--- config.mk ---
export PLATFORM = sky130hd
export DESIGN_NAME = branch_fetch_top
export DESIGN_NICKNAME = d
export VERILOG_FILES = /design/src/rtl/bp_types_pkg.sv /design/src/rtl/fetch_pkg.sv /design/src/rtl/branch_fetch_top.sv /design/src/rtl/branch_predictor.sv /design/src/rtl/fetch_pc_unit.sv /design/src/rtl/tagged_table.sv
export SDC_FILE = /design/constraint.sdc
export NUM_CORES = 1
export LEC_CHECK = 0
export BUFFER_PORTS_ARGS = -buffer_cell sky130_fd_sc_hd__buf_2
export CAP_MARGIN = 20
export CORE_ASPECT_RATIO = 1.25
export CORE_MARGIN = 4
export CORE_UTILIZATION = 45
export DETAILED_ROUTE_END_ITERATION = 7
export GPL_TIMING_DRIVEN = 0
export HOLD_SLACK_MARGIN = 0.08
export PLACE_DENSITY = 0.63
export SLEW_MARGIN = 15
export SYNTH_ARGS = -nofsm -noshare
export SYNTH_HDL_FRONTEND = slang
export SYNTH_HIERARCHICAL = 1
export SYNTH_SLANG_ARGS = --single-unit
export TNS_END_PERCENT = 5
--- constraint.sdc ---
create_clock -name clk -period 4.67 [get_ports clk]
set_input_delay 0.467 -clock clk [delete_from_list [all_inputs] [get_ports clk]]
set_output_delay 0.467 -clock clk [all_outputs]
set_load 0.01 [all_outputs]
--- src/rtl/bp_types_pkg.sv ---
// Branch predictor types
// Counter state encoding, tag width and the BHT and BTB entry layouts
`default_nettype none

package bp_types_pkg;

  ////////////////////////////////////////////////////////////
  // Tag geometry
  ////////////////////////////////////////////////////////////
  localparam int TAG_BITS = 12;  // PC[15:4] for a 3-bit index, PC[0] unused

  ////////////////////////////////////////////////////////////
  // 2-bit saturating counter
  ////////////////////////////////////////////////////////////
  // Bit 1 set means the branch is predicted taken
  typedef enum logic [1:0] {
    STRONG_NOT_TAKEN = 2'b00,
    WEAK_NOT_TAKEN   = 2'b01,
    WEAK_TAKEN       = 2'b10,
    STRONG_TAKEN     = 2'b11
  } bp_state_t;

  ////////////////////////////////////////////////////////////
  // Table entries
  ////////////////////////////////////////////////////////////
  typedef struct packed {
    logic                valid;  // Written since reset
    logic [TAG_BITS-1:0] tag;    // PC bits above the index
    bp_state_t           state;  // Counter value
  } bht_entry_t;

  typedef struct packed {
    logic                valid;   // Written since reset
    logic [TAG_BITS-1:0] tag;     // PC bits above the index
    logic [15:0]         target;  // Last resolved target
  } btb_entry_t;

endpackage

`default_nettype wire

--- src/rtl/fetch_pkg.sv ---
// Fetch stage types
// PC type, predictor answer, IF/ID register contents and the
// resolve packet sent back by decode
`default_nettype none

package fetch_pkg;

  import bp_types_pkg::*;

  ////////////////////////////////////////////////////////////
  // Program counter
  ////////////////////////////////////////////////////////////
  typedef logic [15:0] pc_t;  // Halfword aligned, bit 0 stays low

  ////////////////////////////////////////////////////////////
  // Predictor to fetch
  ////////////////////////////////////////////////////////////
  typedef struct packed {
    logic      taken;       // Tag hit and counter in taken half
    bp_state_t prediction;  // Raw counter read at this index
    pc_t       target;      // BTB target, zero on a miss
  } predict_t;

  ////////////////////////////////////////////////////////////
  // Fetch to decode
  ////////////////////////////////////////////////////////////
  typedef struct packed {
    pc_t       pc;          // PC of the fetched instruction
    bp_state_t prediction;  // Counter seen when it was fetched
  } if_id_t;

  ////////////////////////////////////////////////////////////
  // Decode to fetch and predictor
  ////////////////////////////////////////////////////////////
  typedef struct packed {
    pc_t       pc;           // Resolved branch PC
    bp_state_t prediction;   // Counter it was fetched with
    logic      taken;        // Actual outcome
    pc_t       target;       // Actual target
    logic      wen_bht;      // Write BHT next edge
    logic      wen_btb;      // Write BTB next edge
    logic      redirect;     // Override next PC
    pc_t       redirect_pc;  // PC to restart from
  } resolve_t;

endpackage

`default_nettype wire

--- src/rtl/branch_fetch_top.sv ---
// Branch fetch top level
// Fetch PC unit and dynamic branch predictor wired together
`timescale 1ns/10ps
`default_nettype none

module branch_fetch_top
  import fetch_pkg::*;
#(
  parameter int  INDEX_BITS = 3,        // 8 entries per table
  parameter pc_t RESET_PC   = 16'h0000  // PC after reset
) (
  input  wire logic     clk,
  input  wire logic     rst,
  input  wire logic     enable,   // Stage enable
  input  wire resolve_t resolve,  // Packet from decode
  output pc_t           pc,       // Current fetch PC
  output predict_t      pred,     // Prediction for pc
  output if_id_t        if_id     // IF/ID register
);

  ////////////////////////////////////////////////////////////
  // Fetch unit
  ////////////////////////////////////////////////////////////
  fetch_pc_unit #(
    .RESET_PC (RESET_PC)
  ) u_fetch (
    .clk     (clk),
    .rst     (rst),
    .enable  (enable),
    .pred    (pred),     // Picks target when taken
    .resolve (resolve),  // Redirect fields
    .pc      (pc),
    .if_id   (if_id)
  );

  ////////////////////////////////////////////////////////////
  // Predictor
  ////////////////////////////////////////////////////////////
  branch_predictor #(
    .INDEX_BITS (INDEX_BITS)
  ) u_bp (
    .clk     (clk),
    .rst     (rst),
    .enable  (enable),
    .pc      (pc),       // Looked up in the same cycle
    .resolve (resolve),  // Write fields
    .pred    (pred)
  );

endmodule

`default_nettype wire

--- src/rtl/branch_predictor.sv ---
// Dynamic branch predictor
// BHT of 2-bit counters and BTB of targets, both tagged, with the
// counter update rule and the tag-checked prediction for the fetch PC
`timescale 1ns/10ps
`default_nettype none

module branch_predictor
  import bp_types_pkg::*;
  import fetch_pkg::*;
#(
  parameter int INDEX_BITS = 3  // Table index width
) (
  input  wire logic     clk,
  input  wire logic     rst,
  input  wire logic     enable,   // Low freezes writes, zeroes reads
  input  wire pc_t      pc,       // Current fetch PC
  input  wire resolve_t resolve,  // Update packet from decode
  output predict_t      pred      // Answer for pc
);

  ////////////////////////////////////////////////////////////
  // Index and tag split
  ////////////////////////////////////////////////////////////
  logic [INDEX_BITS-1:0] rd_idx;     // Fetch side index
  logic [TAG_BITS-1:0]   rd_tag;     // Fetch side tag
  logic [INDEX_BITS-1:0] wr_idx;     // Resolve side index
  logic [TAG_BITS-1:0]   wr_tag;     // Resolve side tag
  logic                  bht_wen;    // Gated BHT strobe
  logic                  btb_wen;    // Gated BTB strobe
  logic [INDEX_BITS-1:0] bht_raddr;  // Shared BHT read address
  bht_entry_t            bht_rd;
  btb_entry_t            btb_rd;
  bht_entry_t            bht_wr;
  btb_entry_t            btb_wr;
  logic                  bht_hit;    // Fetch PC owns the BHT entry
  logic                  btb_hit;    // Fetch PC owns the BTB entry
  logic                  wr_match;   // Resolved PC owns the BHT entry
  bp_state_t             new_state;  // Counter to write back

  assign rd_idx  = pc[INDEX_BITS:1];          // PC[0] always zero
  assign rd_tag  = pc[15 -: TAG_BITS];
  assign wr_idx  = resolve.pc[INDEX_BITS:1];
  assign wr_tag  = resolve.pc[15 -: TAG_BITS];
  assign bht_wen = enable & resolve.wen_bht;
  assign btb_wen = enable & resolve.wen_btb;

  // BHT read output is masked during a write, so the port looks up the
  // resolved entry for the write-side tag check in that cycle
  assign bht_raddr = bht_wen ? wr_idx : rd_idx;

  ////////////////////////////////////////////////////////////
  // Tables
  ////////////////////////////////////////////////////////////
  tagged_table #(.INDEX_BITS(INDEX_BITS), .entry_t(bht_entry_t)) u_bht (
    .clk      (clk),
    .rst      (rst),
    .rd_index (bht_raddr),
    .wr_index (wr_idx),
    .wen      (bht_wen),
    .wr_entry (bht_wr),
    .rd_entry (bht_rd)
  );

  tagged_table #(.INDEX_BITS(INDEX_BITS), .entry_t(btb_entry_t)) u_btb (
    .clk      (clk),
    .rst      (rst),
    .rd_index (rd_idx),
    .wr_index (wr_idx),
    .wen      (btb_wen),
    .wr_entry (btb_wr),
    .rd_entry (btb_rd)
  );

  ////////////////////////////////////////////////////////////
  // Counter update
  ////////////////////////////////////////////////////////////
  assign wr_match = bht_rd.valid && (bht_rd.tag == wr_tag);

  always_comb begin
    case (resolve.prediction)
      STRONG_NOT_TAKEN: new_state = resolve.taken ? WEAK_NOT_TAKEN : STRONG_NOT_TAKEN;
      WEAK_NOT_TAKEN:   new_state = !wr_match ? STRONG_NOT_TAKEN :
                                    (resolve.taken ? WEAK_TAKEN : STRONG_NOT_TAKEN);
      WEAK_TAKEN:       new_state = !wr_match ? STRONG_NOT_TAKEN :
                                    (resolve.taken ? STRONG_TAKEN : WEAK_NOT_TAKEN);
      default:          new_state = !wr_match ? STRONG_NOT_TAKEN :   // Strong taken
                                    (resolve.taken ? STRONG_TAKEN : WEAK_TAKEN);
    endcase
  end

  assign bht_wr = '{valid: 1'b1, tag: wr_tag, state: new_state};
  assign btb_wr = '{valid: 1'b1, tag: wr_tag, target: resolve.target};

  ////////////////////////////////////////////////////////////
  // Prediction
  ////////////////////////////////////////////////////////////
  assign bht_hit = bht_rd.valid && (bht_rd.tag == rd_tag);
  assign btb_hit = btb_rd.valid && (btb_rd.tag == rd_tag);

  always_comb begin
    pred = '0;  // Strong not taken and target zero
    if (enable && !bht_wen) begin
      pred.prediction = bht_rd.state;         // Raw counter without the tag gate
      pred.taken      = bht_hit & bht_rd.state[1];
    end
    if (enable && !btb_wen && btb_hit) begin
      pred.target = btb_rd.target;
    end
  end

  // The entry stored at the fetch index must be valid, tagged by this PC and taken
  a_taken_hit : assert property (
    @(posedge clk) disable iff (rst)
    pred.taken |-> (u_bht.mem[rd_idx].valid && u_bht.mem[rd_idx].tag == rd_tag &&
                    u_bht.mem[rd_idx].state[1])
  ) else $error("taken without a matching BHT entry");

endmodule

`default_nettype wire

--- src/rtl/fetch_pc_unit.sv ---
// Fetch PC unit
// Program counter, next-PC selection between redirect, predicted target
// and PC+2, and the IF/ID pipeline register
`timescale 1ns/10ps
`default_nettype none

module fetch_pc_unit
  import fetch_pkg::*;
#(
  parameter pc_t RESET_PC = 16'h0000  // PC after reset
) (
  input  wire logic     clk,
  input  wire logic     rst,
  input  wire logic     enable,   // Low holds PC and IF/ID
  input  wire predict_t pred,     // Predictor answer for pc
  input  wire resolve_t resolve,  // Redirect from decode
  output pc_t           pc,       // Current fetch PC
  output if_id_t        if_id     // Instruction handed to decode
);

  ////////////////////////////////////////////////////////////
  // Next PC
  ////////////////////////////////////////////////////////////
  pc_t pc_seq;   // Fall-through address
  pc_t next_pc;  // Selected address for the next edge

  assign pc_seq = pc + 16'd2;  // 16-bit instructions

  // Decode redirect beats the prediction
  always_comb begin
    if (resolve.redirect) begin
      next_pc = resolve.redirect_pc;
    end else if (pred.taken) begin
      next_pc = pred.target;
    end else begin
      next_pc = pc_seq;
    end
  end

  ////////////////////////////////////////////////////////////
  // PC register
  ////////////////////////////////////////////////////////////
  always_ff @(posedge clk) begin
    if (rst) begin
      pc <= RESET_PC;
    end else if (enable) begin
      pc <= next_pc;
    end
  end

  ////////////////////////////////////////////////////////////
  // IF/ID register
  ////////////////////////////////////////////////////////////
  // Trails pc by one cycle, carries the counter it was fetched with
  always_ff @(posedge clk) begin
    if (rst) begin
      if_id <= '0;
    end else if (enable) begin
      if_id.pc         <= pc;
      if_id.prediction <= pred.prediction;
    end
  end

  ////////////////////////////////////////////////////////////
  // Checks
  ////////////////////////////////////////////////////////////
  // Targets and redirects from BTB and decode must stay halfword aligned
  a_pc_aligned : assert property (
    @(posedge clk) disable iff (rst)
    !pc[0]
  ) else $error("fetch PC lost halfword alignment");

endmodule

`default_nettype wire

--- src/rtl/tagged_table.sv ---
// Direct-mapped tagged table
// Combinational read port, one synchronous write port, payload given by
// a type parameter so the same block holds BHT and BTB entries
`timescale 1ns/10ps
`default_nettype none

module tagged_table #(
  parameter int  INDEX_BITS = 3,            // Entries = 2**INDEX_BITS
  parameter type entry_t    = logic [7:0]   // Stored entry layout
) (
  input  wire logic                  clk,
  input  wire logic                  rst,       // Clears every entry
  input  wire logic [INDEX_BITS-1:0] rd_index,  // Read address
  input  wire logic [INDEX_BITS-1:0] wr_index,  // Write address
  input  wire logic                  wen,       // Write strobe
  input  wire entry_t                wr_entry,  // Entry to store
  output entry_t                     rd_entry   // Entry at rd_index
);

  ////////////////////////////////////////////////////////////
  // Storage
  ////////////////////////////////////////////////////////////
  localparam int DEPTH = 2 ** INDEX_BITS;

  entry_t mem [DEPTH];  // One entry per index

  // All-zero entry has valid low, so reset empties the table
  always_ff @(posedge clk) begin
    if (rst) begin
      mem <= '{default: '0};
    end else if (wen) begin
      mem[wr_index] <= wr_entry;  // Visible to reads next cycle
    end
  end

  ////////////////////////////////////////////////////////////
  // Read port
  ////////////////////////////////////////////////////////////
  // No bypass, a same-cycle write is seen one cycle later
  always_comb begin
    rd_entry = mem[rd_index];
  end

  ////////////////////////////////////////////////////////////
  // Checks
  ////////////////////////////////////////////////////////////
  // An X index would corrupt an unknown entry
  a_wr_index_known : assert property (
    @(posedge clk) disable iff (rst)
    wen |-> !$isunknown(wr_index)
  ) else $error("tagged_table write with unknown index");

endmodule

`default_nettype wire

==> results of run 1 <==
## cell type report
type / instances / area [um^2] / share of cell area, %
Buffer: 201 / 1040 / 5.15
Clock buffer: 66 / 1320 / 6.48
Clock inverter: 10 / 128 / 0.629
Inverter: 6 / 22.5 / 0.111
Multi-Input combinational cell: 1451 / 8960 / 44.2
Sequential cell: 386 / 7730 / 38.1
Tap cell: 498 / 623 / 3.07
Timing Repair Buffer: 92 / 460 / 2.27
## cells in the final DEF (no fill, tap or decap), drive strengths merged, types with 4 or more instances in the layout
cell / synthesis / final
and4bb: 6 / 6
clkinv: 0 / 6
and2: 19 / 19
o21ai: 16 / 16
mux2: 47 / 47
and4b: 6 / 6
dfxtp: 386 / 386
nand3: 9 / 9
a21oi: 359 / 359
a211oi: 4 / 4
xnor2: 25 / 25
a31oi: 4 / 4
nor2: 27 / 27
nand4b: 6 / 6
mux2i: 20 / 20
nor4: 14 / 14
clkbuf: 67 / 137
buf: 134 / 222
xor2: 11 / 11
a22oi: 4 / 4
nand2: 719 / 719
nand4: 12 / 12
inv: 6 / 6
nor4b: 4 / 4
o31a: 4 / 4
mux4: 88 / 88
nand4bb: 6 / 6
## stage by stage
stage	std cells	TNS (ps)	power, mW	utilization, %
detailed placement	2634	-3600	4.08	48.2
finish	2710	0	7.47	52.0
floorplan	2044	0	3.84	-
global placement	2634	-3900	4.07	48.2
CTS	2710	0	7.51	52.0
global route	2710	0	7.72	52.0
## logic make-up (layout without fill, tap and decap cells)
family	Yosys count	count (layout)	synth area share, %
AOI/OAI and AO/OA	412	412	12.3
xor gates and xnor gates	36	36	1.78
adders and majority gates	1	1	0.0705
buffers and inverters	207	375	5.95
DFF	386	386	43.6
muxes	155	155	15.8
other	1	2	0.0211
and+or+nand+nor	845	845	20.6
## per-layer routing
| layer | part of all wire, % | wire length, um | vias up | global-route usage, % |
|---|---|---|---|---|
| met5 | 0 | 0 | - | 0 |
| met4 | 5.5 | 3300 | 0 | 13.5 |
| met3 | 7.2 | 4270 | 186 | 4.56 |
| met2 | 50 | 29800 | 707 | 46.8 |
| met1 | 37 | 22200 | 7485 | 32.5 |
| li1 | - | - | 7208 | - |
## flip-flops by register name, summed over array words and instances, names as in the netlist
name and cells:
u_bp/u_btb/mem 232, u_bp/u_bht/mem 120, u_fetch/if_id 18, u_fetch/pc 16
## where the power goes
group / leakage (nW) / switching (mW) / internal (mW)
Clock: 0.711 / 1.36 / 2.10
Combinational: 3.33 / 0.398 / 0.217
Sequential: 3.12 / 0.0588 / 3.34
## worst min path at each step
stage	from	slack, ps	to
after global placement	u_bp/u_bht/mem[60]$_SDFFE_PP0P_	440	u_bp/u_bht/mem[60]$_SDFFE_PP0P_
after floorplan	u_bp/u_btb/mem[174]$_SDFFE_PP0P_	430	u_bp/u_btb/mem[174]$_SDFFE_PP0P_
after CTS	resolve[23]	200	u_bp/u_btb/mem[91]$_SDFFE_PP0P_
after global routing	resolve[23]	220	u_bp/u_btb/mem[62]$_SDFFE_PP0P_
after detailed placement	u_bp/u_bht/mem[99]$_SDFFE_PP0P_	440	u_bp/u_bht/mem[99]$_SDFFE_PP0P_
final	resolve[23]	220	u_bp/u_btb/mem[91]$_SDFFE_PP0P_
## tightest hold or removal path, delay by kind of cell
kind	cells	cell delay, ps
AOI/OAI and AO/OA	1	50
buffers and inverters	1	150
and+or+nand+nor	1	60
## Yosys cell counts, types with 14 or more instances
library cell	count	share of area [%]
nand2_1	719	15
dfxtp_1	386	44
a21oi_1	359	10
buf_2	109	3.1
mux4_2	85	11
clkbuf_1	67	1.4
mux2_2	27	1.7
nor2_1	27	0.57
xnor2_1	25	1.2
mux2_4	20	1.7
mux2i_1	20	1.1
buf_4	15	0.64
o21ai_0	14	0.40
## what timing repair did
action	4_1_cts	5_1_grt
setup endpoints to repair	28	24
resized for setup	3	6
buffers inserted	0	0
endpoints found under the hold margin	0	0
cloned	0	0
==> impl_metrics.json, run 1 <==
{
  "routed_wl_mm": 59.7,
  "startpoint": "u_fetch/pc[1]$_SDFFE_PP0P_",
  "critPathCaptureType": "output port",
  "crit_required_ps": 4200,
  "fillers": 3668,
  "hold_ws_ps": 223,
  "drtIter0Drc": 1427,
  "synth.avg_cell_area_um2": 8.68,
  "cp_num_cells": 11,
  "path_buf_inv": 4,
  "status": "finished, final reports clean",
  "synth_warnings": 6,
  "grt_pass1_wl_mm": 89.2,
  "ys_async_sr_fraction_pct": 0,
  "clockBufferDepth": 3,
  "drc": 0,
  "place_area_um2": 18800,
  "dp_worst_setup_slack_ps": -323,
  "clkSlewWorstSetupHoldPaths_ps": 60,
  "rsz0062_at_grt": "no",
  "rows": 81,
  "track_usage_pct": 27.1,
  "ys_ff_latch": 386,
  "hp-class": "primary input to register",
  "min_period_over_period_pct": 96.4,
  "maxCapViolCount": 0,
  "wl_per_cell_um": 22.0,
  "critPathMaxStageDelay_ps": 540,
  "synth-edff-count": 0,
  "seq_area_frac_synth_pct": 43.6,
  "finClkSkew_ps": 15.1,
  "worstRegToRegCells": 14,
  "antenna_found_initial": 0,
  "p_leak_nw": 7.16,
  "ir_drop_v": 0.000271,
  "ctsHoldBuffers": 0,
  "startpoint_type": "register",
  "r2r_slack_ps": 230,
  "first_pass_iters": 6,
  "rr_startpoint": "u_fetch/pc[3]$_SDFFE_PP0P_",
  "vias": 15600,
  "crit_path_top_delay_cell": "dfxtp_2",
  "drv_slew": 0,
  "grt_max_degree": 16,
  "design_area_um2": 20300,
  "grt-ovfl-total": 0,
  "dp_hpwl_mm": 42.0,
  "min_period_ps": 4500,
  "cts_sinks": 386,
  "die_h_um": 230,
  "cts-root-buf": "clkbuf_16",
  "drive_gt1_share_pct": 20.6,
  "crit_path_end": "pred[14]",
  "htreeDepth": 2,
  "worstMarginPinSlew_ps": 992,
  "vias_per_cell": 5.75,
  "slew_headroom_pct": 33.9,
  "pin_count": 110,
  "fin_nets": 2238,
  "clk_latency_ps": 550,
  "hold_viol": 0,
  "place_congestion": 0.886,
  "start_util_pct": 45.4,
  "grt_pass1_vias": 15200,
  "areaGrowthSynthToFinish_pct": 14.4,
  "ant_nets": 0,
  "critPathTopFamily": "simple AND/OR/NAND/NOR gates",
  "setup_viol": 0,
  "dieArea_um2": 42700,
  "die_w_um": 186,
  "syn_inst": 2043,
  "setup_slack_ps": 167,
  "cpMostUsedCell": "buf_6",
  "criticalPathCategory": "register to output port",
  "diodes": 0,
  "synth_area_um2": 17700,
  "p_per_area_nw_per_um2": 368,
  "core_area_um2": 39000,
  "cp_max_fo": 10,
  "numCtsBuffers": 42,
  "cp.arrival_ps": 4040,
  "synth_cell_types": 66,
  "reg2reg_to": "u_fetch/pc[8]$_SDFFE_PP0P_",
  "io_buffers": 92,
  "cts_tree": "yes",
  "whs_path_depth": 3,
  "crit_path_cell_trace": "buf_6 -> clkbuf_4 -> mux4_2 -> mux2_2 -> xor2_1 -> nor4_1 -> nand4_1 -> nor4_4 -> buf_6 -> and2_1 -> buf_2",
  "max_freq_ghz": 0.222,
  "synth-main-ff-cell": "dfxtp_1"
}
(Power assumes the default switching activity.)
==> inputs of run 2 (changes only) <==
--- a/config.mk
+++ b/config.mk
@@ -10,6 +10,7 @@
 export CORE_ASPECT_RATIO = 1.25
 export CORE_MARGIN = 4
 export CORE_UTILIZATION = 45
+export CTS_BUF_LIST = sky130_fd_sc_hd__clkbuf_8
 export DETAILED_ROUTE_END_ITERATION = 7
 export GPL_TIMING_DRIVEN = 0
 export HOLD_SLACK_MARGIN = 0.08
==> impl_metrics.json, run 2 (synthesized netlist as in run 1, its figures left out) <==
{
  "r2r_slack_ps": 200,
  "min_period_over_period_pct": 97.0,
  "slew_headroom_pct": 33.7,
  "clockBufferDepth": 3,
  "startpoint": "u_fetch/pc[3]$_SDFFE_PP0P_",
  "drv_slew": 0,
  "drtIter0Drc": 1392,
  "vias_per_cell": 5.72,
  "final_core_util_pct": 52.0,
  "startpoint_type": "register",
  "hp-class": "primary input to register",
  "dp_hpwl_mm": 42.0,
  "hold_viol": 0,
  "place_congestion": 0.886,
  "setup_tns_ps": 0,
  "routed_wl_mm": 59.8,
  "final_cell_mix": "719 x nand2_1, 384 x dfxtp_1, 359 x a21oi_1, 198 x buf_2, 89 x clkbuf_8",
  "reg_top3": "u_bp/u_btb/mem: 232 flops, u_bp/u_bht/mem: 120 flops, u_fetch/if_id: 18 flops",
  "wl_per_cell_um": 21.7,
  "largest_reg_flops": 232,
  "die_w_um": 186,
  "io_buffers": 92,
  "cts_sinks": 386,
  "top_register": "u_bp/u_btb/mem",
  "ant_nets": 0,
  "areaGrowthSynthToFinish_pct": 14.5,
  "core_area_um2": 39000,
  "hold_ws_ps": 193,
  "criticalPathCategory": "register to output port",
  "cts-root-buf": "clkbuf_8",
  "rows": 81,
  "min_period_ps": 4530,
  "grt_pass1_wl_mm": 89.3,
  "die_h_um": 230,
  "critPathCaptureType": "output port",
  "crit_path_end": "pred[14]",
  "p_total_mw": 7.34,
  "drive_gt1_share_pct": 21.9,
  "ctsHoldBuffers": 0,
  "dp_worst_setup_slack_ps": -323,
  "layout_commonest_cell": "nand2_1",
  "vias": 15700,
  "dieArea_um2": 42700,
  "clk_latency_ps": 590,
  "max_freq_ghz": 0.221,
  "reg2reg_to": "u_fetch/pc[8]$_SDFFE_PP0P_",
  "cp.arrival_ps": 4060,
  "track_usage_pct": 27.2,
  "diodes": 0,
  "worstRegToRegCells": 14,
  "ir_drop_v": 0.000357,
  "antenna_found_initial": 0,
  "status": "finished, final reports clean",
  "grt-ovfl-total": 0,
  "crit_required_ps": 4200,
  "cts_tree": "yes",
  "pin_count": 110,
  "p_per_area_nw_per_um2": 362,
  "maxCapViolCount": 0,
  "rsz0062_at_grt": "no",
  "grt_pass1_vias": 15400,
  "p_leak_nw": 7.26,
  "setup_slack_ps": 139,
  "worstMarginPinSlew_ps": 995,
  "fin_nets": 2265,
  "finClkSkew_ps": 42.2,
  "grt_max_degree": 16,
  "clkSlewWorstSetupHoldPaths_ps": 60,
  "rr_startpoint": "u_fetch/pc[3]$_SDFFE_PP0P_",
  "numCtsBuffers": 68,
  "setup_viol": 0,
  "drc": 0,
  "cp_max_fo": 10,
  "htreeDepth": 3,
  "start_util_pct": 45.4,
  "first_pass_iters": 7
}
==> run 2: cell count changes in the layout (fill, tap and decap cells not counted), sizes merged <==
cell,change
inv,+15
clkbuf,+22
buf,+2
bufinv,+1
clkinv,+3
==> run 2: final cells by class <==
type                            count  area, um^2
Fill cell                        3698       18700
Sequential cell                   386        7730
Inverter                            6        22.5
Timing Repair Buffer               93         468
Buffer                            201        1040
Multi-Input combinational cell   1451        8960
Clock buffer                       89        1220
Clock inverter                     29         229
Tap cell                          498         623
==> run 2: critical path: stages (launching register included) <==
cell	delay, ps
dfxtp_2	540
clkbuf_4	350
buf_2	370
mux4_2	350
mux2_2	320
xor2_1	150
nor4_1	300
nand4_1	190
nor4_4	240
buf_4	210
buf_6	130
and2_1	180
buf_2	150
==> run 2: power by group <==
group	total [mW]	switching, mW	internal (mW)
Combinational	0.616	0.398	0.217
Sequential	3.40	0.0592	3.35
Clock	3.32	1.40	1.92
==> run 2: timing repair <==
item	4_1_cts	5_1_grt
setup endpoints to repair	29	27
resized for setup	2	6
pin swaps	1	0
setup buffers	1	0
==> run 2: routing by layer <==
| metal | up-vias | share of wire, % | track usage [%] |
|---|---|---|---|
| met2 | 735 | 50 | 46.6 |
| met5 | - | 0 | 0 |
| li1 | 7285 | - | - |
| met4 | 0 | 5.6 | 14.7 |
| met1 | 7520 | 37 | 32.0 |
| met3 | 198 | 7.2 | 5.16 |
==> run 2: worst min-delay path by stage <==
stage | endpoint | slack [ps] | depth (start not counted) | start
after floorplan | u_bp/u_btb/mem[174]$_SDFFE_PP0P_ | 430 | 2 | u_bp/u_btb/mem[174]$_SDFFE_PP0P_
after global placement | u_bp/u_bht/mem[60]$_SDFFE_PP0P_ | 440 | 2 | u_bp/u_bht/mem[60]$_SDFFE_PP0P_
after detailed placement | u_bp/u_bht/mem[99]$_SDFFE_PP0P_ | 440 | 2 | u_bp/u_bht/mem[99]$_SDFFE_PP0P_
after CTS | u_bp/u_btb/mem[91]$_SDFFE_PP0P_ | 160 | 3 | resolve[23]
after global routing | u_bp/u_btb/mem[149]$_SDFFE_PP0P_ | 190 | 3 | resolve[23]
final | u_bp/u_btb/mem[91]$_SDFFE_PP0P_ | 190 | 3 | resolve[23]
==> run 2: metrics by stage <==
stage / area [um^2] / std cells
final: 20300 / 2753
after global routing: 20300 / 2753
after CTS: 20300 / 2753
after detailed placement: 18800 / 2634
after global placement: 18800 / 2634
after floorplan: 17700 / 2044
==> inputs of run 3 (changes only) <==
==> constraint.sdc (replaced) <==
create_clock -name clk -period 4.67 [get_ports clk]
set_input_delay 0.2335 -clock clk [delete_from_list [all_inputs] [get_ports clk]]
set_output_delay 0.2335 -clock clk [all_outputs]
set_load 0.01 [all_outputs]
==> impl_metrics.json, run 3 (synthesized netlist as in run 1, its figures left out) <==
{
  "slew_headroom_pct": 35.4,
  "criticalPathCategory": "register to register",
  "io_buffers": 92,
  "cts_setup_buffers": 0,
  "drive_gt1_share_pct": 21.6,
  "areaGrowthSynthToFinish_pct": 15.6,
  "hold_viol": 0,
  "grt_max_degree": 16,
  "clkSlewWorstSetupHoldPaths_ps": 60,
  "rows": 81,
  "cts-root-buf": "clkbuf_8",
  "cts_sinks": 386,
  "rsz0062_at_grt": "yes",
  "numCtsBuffers": 68,
  "place_congestion": 0.886,
  "clk_latency_ps": 590,
  "crit_required_ps": 5180,
  "start_util_pct": 45.4,
  "largest_reg_flops": 232,
  "grt_pass1_wl_mm": 89.7,
  "htreeDepth": 3,
  "dieArea_um2": 42700,
  "vias": 15800,
  "use_met2_pct": 46.8,
  "cp_max_fo": 10,
  "min_period_over_period_pct": 98.5,
  "routed_wl_mm": 60.1,
  "grtUsageMet3_pct": 5.16,
  "grt-ovfl-total": 0,
  "antenna_found_initial": 0,
  "die_w_um": 186,
  "ir_drop_v": 0.000358,
  "p_sw_mw": 1.86,
  "drc": 0,
  "final_cell_mix": "719 x nand2_1, 384 x dfxtp_1, 359 x a21oi_1, 201 x buf_2, 89 x clkbuf_8",
  "internal_power_mw": 5.50,
  "status": "finished, final reports clean",
  "core_area_um2": 39000,
  "drv_slew": 0,
  "met1_usage_pct": 32.0,
  "switching_share_pct": 25.2,
  "ant_nets": 0,
  "wl_per_cell_um": 21.6,
  "fillers": 3673,
  "reg_top3": "u_bp/u_btb/mem: 232 flops, u_bp/u_bht/mem: 120 flops, u_fetch/if_id: 18 flops",
  "pin_count": 110,
  "min_period_ps": 4600,
  "fin_nets": 2285,
  "track_usage_pct": 27.3,
  "clockBufferDepth": 3,
  "grt_busiest_layer": "met2",
  "p_comb_share_pct": 8.6,
  "cts_tree": "yes",
  "drtIter0Drc": 1391,
  "p_leak_nw": 7.34,
  "final_core_util_pct": 52.5,
  "cp.arrival_ps": 5100,
  "final_cells": 2775,
  "grt_pass1_vias": 15500,
  "p_seq_share_pct": 46.3,
  "worstMarginPinSlew_ps": 968,
  "maxCapViolCount": 0,
  "first_pass_iters": 6,
  "top_register": "u_bp/u_btb/mem",
  "max_freq_ghz": 0.217,
  "critPathCaptureType": "register",
  "post-place-cells": 2634,
  "pwr-share-clk_pct": 45.1,
  "dp_hpwl_mm": 42.0,
  "setup_viol": 0,
  "vias_per_cell": 5.69,
  "p_per_area_nw_per_um2": 359,
  "layout_commonest_cell": "nand2_1",
  "die_h_um": 230,
  "finClkSkew_ps": 39.4,
  "hp-class": "primary input to register",
  "startpoint_type": "register"
}
==> run 3: cell types whose count changed in the layout (fill, tap and decap cells not counted), sizes merged <==
cell / before / now
dlygate4sd3: 0 / 21
clkbuf: 159 / 156
buf: 224 / 226
diode: 0 / 2
==> run 3: worst max-delay path: stages (launching register included) <==
cell	delay (ps)
dfxtp_1	690
mux2_2	260
buf_1	290
clkbuf_1	610
mux2_2	470
xnor2_1	170
nand4_1	130
nor4_2	610
buf_2	320
nor2b_1	240
buf_2	260
a22oi_1	150
a31oi_1	210
o21a_1	130
==> run 3: per-stage QoR <==
step	setup slack [ps]	cell area [um^2]	hold WS (ps)	total power, mW	setup TNS, ps
after global placement	-152	18800	438	4.07	-1180
after global routing	-86.2	20500	132	7.62	-143
after detailed placement	-121	18800	443	4.08	-749
after floorplan	925	17700	423	3.84	0
final	72.1	20500	114	7.35	0
after CTS	15.0	20500	81.6	7.40	0
==> run 3: what timing repair did <==
item                                    in CTS  in global routing
endpoints found under the hold margin      133                  0
resized for setup                            2                  1
hold buffers                                21                  0
endpoints found under the setup margin      14                 23
==> run 3: power groups by stage <==
stage	clock (mW)	sequential [mW]	combinational, mW
after floorplan	0	3.45	0.388
after global placement	0	3.47	0.596
after detailed placement	0	3.47	0.603
after CTS	3.38	3.40	0.619
after global routing	3.55	3.41	0.663
final	3.32	3.40	0.629
==> run 3: path summary, 6_finish.rpt <==
check	from	end	slack (ps)	depth (start not counted)
setup / recovery	u_fetch/pc[2]$_SDFFE_PP0P_	u_fetch/pc[8]$_SDFFE_PP0P_	70	13
hold / removal	resolve[4]	u_fetch/pc[4]$_SDFFE_PP0P_	110	4
setup reg to reg	u_fetch/pc[2]$_SDFFE_PP0P_	u_fetch/pc[8]$_SDFFE_PP0P_	70	13
hold reg to reg	u_bp/u_btb/mem[174]$_SDFFE_PP0P_	u_bp/u_btb/mem[174]$_SDFFE_PP0P_	450	2
==> run 3: layout make-up <==
class	count	area [um^2]	area share, %
Antenna cell	2	5.00	0.0244
Buffer	201	1030	5.04
Clock buffer	89	1220	5.98
Clock inverter	29	229	1.12
Inverter	6	22.5	0.110
Multi-Input combinational cell	1451	8960	43.7
Sequential cell	386	7730	37.7
Tap cell	498	623	3.04
Timing Repair Buffer	113	671	3.27
==> run 3: metal layers <==
metal	routed length, um	share of wire [%]
met1	22400	37
met2	29900	50
met3	4560	7.6
met4	3240	5.4
met5	0	0
